**config.mk**
```make
export PLATFORM = sky130hd
export DESIGN_NAME = neuralClassifier
export DESIGN_NICKNAME = d
export VERILOG_FILES = /design/src/nnPkg.sv /design/src/classSelector.sv /design/src/neuralClassifier.sv /design/src/neuralLayer.sv /design/src/neuronNode.sv /design/src/pixelDecoder.sv
export SDC_FILE = /design/constraint.sdc
export NUM_CORES = 2
export LEC_CHECK = 0
export ABC_CLOCK_PERIOD_IN_PS = 21200
export BUFFER_PORTS_ARGS = -buffer_cell sky130_fd_sc_hd__buf_2
export CAP_MARGIN = 0
export CORE_ASPECT_RATIO = 0.6
export CORE_MARGIN = 1
export CORE_UTILIZATION = 25
export CTS_BUF_LIST = sky130_fd_sc_hd__clkbuf_16
export DETAILED_ROUTE_END_ITERATION = 6
export HOLD_SLACK_MARGIN = 0.12
export PLACE_DENSITY = 0.44
export SYNTH_ARGS = -nofsm -noshare
export SYNTH_HDL_FRONTEND = slang
export SYNTH_SLANG_ARGS = --single-unit
```
**constraint.sdc**
```tcl
create_clock -name clk -period 21.2 [get_ports clk]
set_input_delay 4.24 -clock clk [delete_from_list [all_inputs] [get_ports clk]]
set_output_delay 4.24 -clock clk [all_outputs]
set_load 0.005 [all_outputs]
```
**src/nnPkg.sv**
```systemverilog
package nnPkg;

	// ~~~~~~~~~~~~~~~~~~~~
	// Widths and counts
	// ~~~~~~~~~~~~~~~~~~~~

	localparam int ActWidth   = 8;          // Activation and score
	localparam int SumWidth   = 24;         // Accumulator, weight and bias
	localparam int PixelWidth = 4;
	localparam int NumPixels  = 15;
	localparam int NumHidden  = 4;
	localparam int NumClasses = 3;
	localparam int SatLimit   = 8192;       // Inclusive clamp point
	localparam int ClassWidth = 2;

	typedef logic [ActWidth-1:0] activation_t;
	typedef logic signed [SumWidth-1:0] weight_t;

	// ~~~~~~~~~~~~~~~~~~~~
	// Frame and layer vectors
	// ~~~~~~~~~~~~~~~~~~~~

	typedef struct packed {
		logic [NumPixels-1:0][PixelWidth-1:0] pix;     // Pixel 0 in low nibble
	} pixelWord_t;

	typedef struct packed {
		activation_t [NumPixels-1:0] act;
	} pixelVector_t;

	typedef struct packed {
		activation_t [NumHidden-1:0] act;
	} hiddenVector_t;

	typedef struct packed {
		activation_t [NumClasses-1:0] score;
	} scoreVector_t;

	// Winning class with its score
	typedef struct packed {
		logic [ClassWidth-1:0] classIdx;
		activation_t           score;
	} classResult_t;

endpackage

```
**src/classSelector.sv**
```systemverilog
`timescale 1ns/1ps

module classSelector import nnPkg::*;
(
	input  logic         clk,
	input  logic         reset,
	input  scoreVector_t scores,
	output classResult_t result
);

	logic [ClassWidth-1:0] bestIdx;
	activation_t           bestScore;

	// ~~~~~~~~~~~~~~~~~~~~
	// Argmax, first maximum kept
	// ~~~~~~~~~~~~~~~~~~~~

	always_comb
	begin
		bestIdx   = '0;
		bestScore = scores.score[0];
		for (int c = 1; c < NumClasses; c++)
		begin
			if (scores.score[c] > bestScore)        // Strict, so ties keep lower index
			begin
				bestIdx   = ClassWidth'(c);
				bestScore = scores.score[c];
			end
		end
	end

	always_ff @(posedge clk)
	begin
		if (reset)
		begin
			result <= '0;
		end
		else
		begin
			result.classIdx <= bestIdx;
			result.score    <= bestScore;
		end
	end

endmodule

```
**src/neuralClassifier.sv**
```systemverilog
`timescale 1ns/1ps

module neuralClassifier import nnPkg::*;
#(
	// Node-major: weight i of node n sits at n * NumPixels + i
	parameter weight_t [0:NumPixels*NumHidden-1] HiddenWeights = '{
		4, -2, 7, 1, -5, 3, 6, -1, 2, 0, -3, 5, 1, -4, 2,       // Node 0
		-3, 6, 0, 2, 5, -1, -4, 7, 3, -2, 1, 0, 6, -5, 1,       // Node 1
		2, 1, -6, 4, 3, 5, -2, 0, -4, 6, 2, -1, 3, 1, -3,       // Node 2
		5, -4, 2, -3, 0, 4, 1, 3, -2, 2, 6, -3, 0, 4, -1        // Node 3
	},
	parameter weight_t [0:NumHidden-1] HiddenBiases = '{96, -40, 150, 32},
	parameter weight_t [0:NumHidden*NumClasses-1] OutputWeights = '{
		9, -3, 4, 2,                                            // Class 0
		-2, 8, 3, -1,                                           // Class 1
		3, 1, -4, 7                                             // Class 2
	},
	parameter weight_t [0:NumClasses-1] OutputBiases = '{200, 120, 64}
)
(
	input  logic         clk,
	input  logic         reset,
	input  pixelWord_t   pixelWord,
	output classResult_t result
);

	pixelVector_t  pixels;          // Decode stage, 1 edge
	hiddenVector_t hidden;          // Hidden layer, 3 edges
	scoreVector_t  scores;          // Output layer, 3 edges

	// ~~~~~~~~~~~~~~~~~~~~
	// Decode
	// ~~~~~~~~~~~~~~~~~~~~

	pixelDecoder decoder
	(
		.clk       (clk),
		.reset     (reset),
		.pixelWord (pixelWord),
		.pixels    (pixels)
	);

	// ~~~~~~~~~~~~~~~~~~~~
	// Execute
	// ~~~~~~~~~~~~~~~~~~~~

	neuralLayer
	#(
		.NumInputs (NumPixels),
		.NumNodes  (NumHidden),
		.Weights   (HiddenWeights),
		.Biases    (HiddenBiases)
	)
	hiddenLayer
	(
		.clk     (clk),
		.reset   (reset),
		.inputs  (pixels.act),
		.outputs (hidden.act)
	);

	neuralLayer
	#(
		.NumInputs (NumHidden),
		.NumNodes  (NumClasses),
		.Weights   (OutputWeights),
		.Biases    (OutputBiases)
	)
	outputLayer
	(
		.clk     (clk),
		.reset   (reset),
		.inputs  (hidden.act),
		.outputs (scores.score)
	);

	// ~~~~~~~~~~~~~~~~~~~~
	// Result
	// ~~~~~~~~~~~~~~~~~~~~

	classSelector selector
	(
		.clk    (clk),
		.reset  (reset),
		.scores (scores),
		.result (result)          // 8 edges after pixelWord
	);

endmodule

```
**src/neuralLayer.sv**
```systemverilog
`timescale 1ns/1ps

module neuralLayer import nnPkg::*;
#(
	parameter int                               NumInputs = NumPixels,
	parameter int                               NumNodes  = NumHidden,
	parameter weight_t [0:NumInputs*NumNodes-1] Weights   = '0,
	parameter weight_t [0:NumNodes-1]           Biases    = '0
)
(
	input  logic                        clk,
	input  logic                        reset,
	input  activation_t [NumInputs-1:0] inputs,
	output activation_t [NumNodes-1:0]  outputs
);

	// Row n of Weights holds the NumInputs weights of node n
	for (genvar n = 0; n < NumNodes; n++)
	begin : gNode
		neuronNode
		#(
			.NumInputs (NumInputs),
			.Weights   (Weights[n*NumInputs +: NumInputs]),
			.Bias      (Biases[n])
		)
		node
		(
			.clk        (clk),
			.reset      (reset),
			.inputs     (inputs),
			.activation (outputs[n])
		);
	end

endmodule

```
**src/neuronNode.sv**
```systemverilog
`timescale 1ns/1ps

module neuronNode import nnPkg::*;
#(
	parameter int                      NumInputs = NumPixels,
	parameter weight_t [0:NumInputs-1] Weights   = '0,
	parameter weight_t                 Bias      = '0
)
(
	input  logic                        clk,
	input  logic                        reset,
	input  activation_t [NumInputs-1:0] inputs,
	output activation_t                 activation
);

	localparam int FracBits = 5;                // Output taken from sum[12:5]

	activation_t [NumInputs-1:0] inputsReg;
	weight_t                     product [NumInputs];
	weight_t                     sumNext;
	weight_t                     sumReg;
	activation_t                 clampNext;

	// ~~~~~~~~~~~~~~~~~~~~
	// Stage 1: input register
	// ~~~~~~~~~~~~~~~~~~~~

	always_ff @(posedge clk)
	begin
		if (reset)
		begin
			inputsReg <= '0;
		end
		else
		begin
			inputsReg <= inputs;
		end
	end

	// ~~~~~~~~~~~~~~~~~~~~
	// Stage 2: weighted sum
	// ~~~~~~~~~~~~~~~~~~~~

	always_comb
	begin
		for (int i = 0; i < NumInputs; i++)
		begin
			// Activation is unsigned, so extend with zeros before the signed multiply
			product[i] = $signed({{(SumWidth-ActWidth){1'b0}}, inputsReg[i]}) * Weights[i];
		end
	end

	always_comb
	begin
		sumNext = Bias;
		for (int i = 0; i < NumInputs; i++)
		begin
			sumNext = sumNext + product[i];         // Wraps at 24 bits
		end
	end

	always_ff @(posedge clk)
	begin
		if (reset)
		begin
			sumReg <= '0;
		end
		else
		begin
			sumReg <= sumNext;
		end
	end

	// ~~~~~~~~~~~~~~~~~~~~
	// Stage 3: clamped ReLU
	// ~~~~~~~~~~~~~~~~~~~~

	always_comb
	begin
		if (sumReg[SumWidth-1])
			clampNext = '0;                         // Negative sum
		else if (sumReg >= SatLimit)
			clampNext = '1;                         // Saturate, 8192 included
		else
			clampNext = sumReg[FracBits +: ActWidth];
	end

	always_ff @(posedge clk)
	begin
		if (reset)
		begin
			activation <= '0;
		end
		else
		begin
			activation <= clampNext;
		end
	end

endmodule

```
**src/pixelDecoder.sv**
```systemverilog
`timescale 1ns/1ps

module pixelDecoder import nnPkg::*;
(
	input  logic         clk,
	input  logic         reset,
	input  pixelWord_t   pixelWord,
	output pixelVector_t pixels
);

	pixelVector_t expanded;

	// Replicating the nibble gives 17 * p, so 15 maps to 255
	always_comb
	begin
		for (int i = 0; i < NumPixels; i++)
		begin
			expanded.act[i] = {pixelWord.pix[i], pixelWord.pix[i]};
		end
	end

	always_ff @(posedge clk)
	begin
		if (reset)
		begin
			pixels <= '0;
		end
		else
		begin
			pixels <= expanded;            // One edge of latency
		end
	end

endmodule

```
==> results.md <==
- Routed len/inst: between 20 and 25 µm
- Sum of negative setup slack: 0 ns
- Core Region: 0.1619 mm²
- Detail Placement HPWL: 115600 µm
- CTS buffer count: 40
- Initial DRC Count: just over 2000
- Final Slew Violations: 0
- I/O pins: 72
- Filler cells: around 17000
- Remaining DRCs: 0
- Status: complete, no violations
- Post-Syn Instances: 4181
- Initial antenna violation count: 7
- EDFF count, synth: 0
- Worst clock skew: ~0.03 ns
- Syn nets: roughly 5500
- Reg-to-Reg Start: hiddenLayer.gNode[0].node.inputsReg[21]$_SDFF_PP0_
- First-pass GRT wire length: between 150000 and 200000 µm
- Met3 Use GR: 7.020%
- Vias in the first global route: roughly 28000
- R2r setup slk: around 13 ns
- Max Root-Sink Buffers: 3
- Post-place instance area: 0.04404 mm²
- Finish-stage setup viols: 0
- Antenna Violating Nets Remaining: 0
- Root Driver: clkbuf_16
- Commonest non-fill, non-tap cells in the layout: inv_1, ha_1, fa_1
- Multi-input gate area: 0.03019 mm²
- Maximum number of pins on one net before global-route repair: 93
- Critical Path Fanout Max: 7
- Hold-fix buffers, CTS: 0
- Yosys reg bits: between 300 and 400
- Row cnt: between 100 and 150
- Seq/Total Area, Yosys: between 15 and 20%
- Maxcap violations: 0
- Placer Congestion: approximately 0.97
- Cell area after layout: roughly 0.045 mm²
- Overall Global Routing Usage: between 10% and 20%
- GR Overflow Total: 0
- Ys Warns: 0
- CTS resizes: 0
- Input/output buffers: 71
- Crit path launch: hiddenLayer.gNode[0].node.inputsReg[21]$_SDFF_PP0_
- Via count: about 28000
- Die Span X: roughly 520 µm
- R2R cell count: 24
- Vias per cell: approximately 4.3
- Global Route met2 Usage: a little under a fifth
- Initial Utilization: between 20% and 30%
- Critical path capture point type: flop
- Clock sink count: 344
- WP data arrival: roughly 8.8 ns
- Mapped Avg Cell Area: 9.804 µm²
- Reg area: 0.006887 mm²
- Final worst path period need: roughly 8.3 ns
- Least-Margin Pin Slew: 1.141 ns
- Clock Pin Slew Worst Setup and Hold Paths: approximately 0.060 ns
- Nets@finish: 5611
- 1st-pass router iterations: 7
- Final wirelength: around 130000 µm
- Top FF cell, synth: dfxtp_1
- Critical path class: reg -> reg
- H-Tree Depth: 2
- Commonest non-fill, non-tap cell in the layout: inv_1
- Final hold slack: approximately 0.43 ns
- Critical Path End: hiddenLayer.gNode[0].node.sumReg[22]$_SDFF_PP0_
- Worst setup SP type: flop
- Max Fclk: between 100 and 150 MHz
- RSZ-0062 raised after global routing: false
- Fin util: ~28%
- Synth unique cells: between 70 and 80
- Setup repair bufs after CTS: 0
- Die Y: 315.6 µm
- Asr flop ratio synth: 0%
- Required time worst endpoint: 21.74 ns
- Area delta synth->final: 10.79%
- Slew Limit Headroom: about a quarter
- Number of hold violations in the final report: 0
- R2R Path End: hiddenLayer.gNode[0].node.sumReg[22]$_SDFF_PP0_
- Die area: approximately 0.17 mm²
- TritonCTS clock tree: built
- Final worst-path cycle share: roughly two fifths
- Mapped cell area: about 0.041 mm²
- Worst min-delay path class: reg -> reg
- Clock Latency Late Sink: ~0.65 ns
- GR Util met1: approximately a quarter
- Share of cells above drive strength 1: ~4.4%
- Busiest layer in global routing: met1
metal layers:
metal	routed length, µm	share of wire (%)	vias up
met2	44340	34	736
met4	1824	1.4	2
li1	-	-	13290
met5	13	0.0099	-
met3	14850	11	108
met1	70880	54	13810
critical path, stage by stage (launching register included):
cell      delay (ns)
dfxtp_1         0.68
fa_1            0.57
ha_1            0.39
a21o_1          0.17
a21oi_1         0.22
nor2b_1         0.07
o21ai_0         0.23
a221oi_1        0.14
xnor2_1         0.67
fa_1            0.55
fa_1            0.55
fa_1            0.44
fa_1            0.53
inv_1           0.07
fa_1            0.54
inv_1           0.06
fa_1            0.53
inv_1           0.04
ha_1            0.36
a21o_1          0.23
or4_4           0.45
and4b_1         0.23
o21ai_1         0.16
a21boi_0        0.10
nor3b_1         0.18
registers in the layout, indices dropped and copies added, names as in the netlist:
signal,flops
outputLayer.gNode.node.sumReg,50
hiddenLayer.gNode.node.sumReg,76
selector.result,10
hiddenLayer.gNode.node.inputsReg,60
outputLayer.gNode.node.activation,24
outputLayer.gNode.node.inputsReg,32
hiddenLayer.gNode.node.activation,32
decoder.pixels,60
worst min-delay path by stage:
stage                                                                   from                                                   to  slack, ns  cells past startpoint
after floorplan                               decoder.pixels[100]$_SDFF_PP0_  hiddenLayer.gNode[0].node.inputsReg[100]$_SDFF_PP0_       0.41                      1
after global placement    hiddenLayer.gNode[2].node.activation[7]$_SDFF_PP0_   outputLayer.gNode[2].node.inputsReg[23]$_SDFF_PP0_       0.42                      1
after detailed placement                      decoder.pixels[109]$_SDFF_PP0_  hiddenLayer.gNode[0].node.inputsReg[109]$_SDFF_PP0_       0.42                      1
after CTS                 hiddenLayer.gNode[0].node.activation[6]$_SDFF_PP0_    outputLayer.gNode[2].node.inputsReg[6]$_SDFF_PP0_       0.43                      1
after global routing      hiddenLayer.gNode[3].node.activation[0]$_SDFF_PP0_   outputLayer.gNode[2].node.inputsReg[24]$_SDFF_PP0_       0.44                      1
final                     hiddenLayer.gNode[3].node.activation[0]$_SDFF_PP0_   outputLayer.gNode[2].node.inputsReg[24]$_SDFF_PP0_       0.43                      1
logic make-up (layout without fill, tap and decap cells):
family                   count (synthesis)  in the layout  synth area share (%)
adder cells (fa/ha/maj)               1286           1286                 50.53
buffers and inverters                 1043           1155                 9.557
AND/OR/NAND/NOR                        665            665                 8.205
AO/OA/AOI/OAI                          580            580                 9.231
flip-flops                             344            344                 16.80
XOR/XNOR                               248            248                 5.299
multiplexers                            15             15                0.3755
other                                    0              4                     0
through the flow:
stage,std cells,setup WS [ns]
after floorplan,4181,13.95
after global placement,6368,12.88
after detailed placement,6368,12.96
after CTS,6439,12.97
after global routing,6439,12.55
final,6443,12.93
Yosys cell counts (all sizes together), types with 6 or more instances:
cell type | number | area (µm²)
o21bai | 30 | 225.2
and3 | 11 | 68.82
nor4 | 15 | 93.84
buf | 7 | 27.52
o21a | 75 | 563.0
nor3 | 40 | 200.2
mux2i | 12 | 120.1
inv | 979 | 3675
a211oi | 36 | 270.3
nor2b | 191 | 1202
or3 | 6 | 37.54
o31ai | 7 | 57.55
nand2 | 108 | 405.4
clkbuf | 55 | 207.7
fa | 616 | 12330
nand3 | 37 | 185.2
ha | 669 | 8371
a221oi | 8 | 82.58
o211ai | 8 | 60.06
a21o | 89 | 668.1
xor2 | 80 | 700.7
nand2b | 18 | 112.6
nor3b | 9 | 67.56
a21oi | 170 | 854.6
nand4 | 18 | 112.6
a31oi | 20 | 125.1
dfxtp | 344 | 6887
o21ai | 93 | 465.4
xnor2 | 168 | 1471
nor2 | 193 | 724.4
o31a | 8 | 70.07
final cells by class:
| cell class | instances | area share [%] |
|---|---|---|
| Antenna cell | 4 | 0.02204 |
| Clock buffer | 40 | 2.204 |
| Clock inverter | 31 | 0.7852 |
| Inverter | 981 | 8.109 |
| Multi-Input combinational cell | 2794 | 66.47 |
| Sequential cell | 344 | 15.16 |
| Tap cell | 2146 | 5.913 |
| Timing Repair Buffer | 103 | 1.334 |
Power is left out: the tool's default activity adds up to more than one toggle a clock period on the data nets, which glitch-free logic cannot reach.
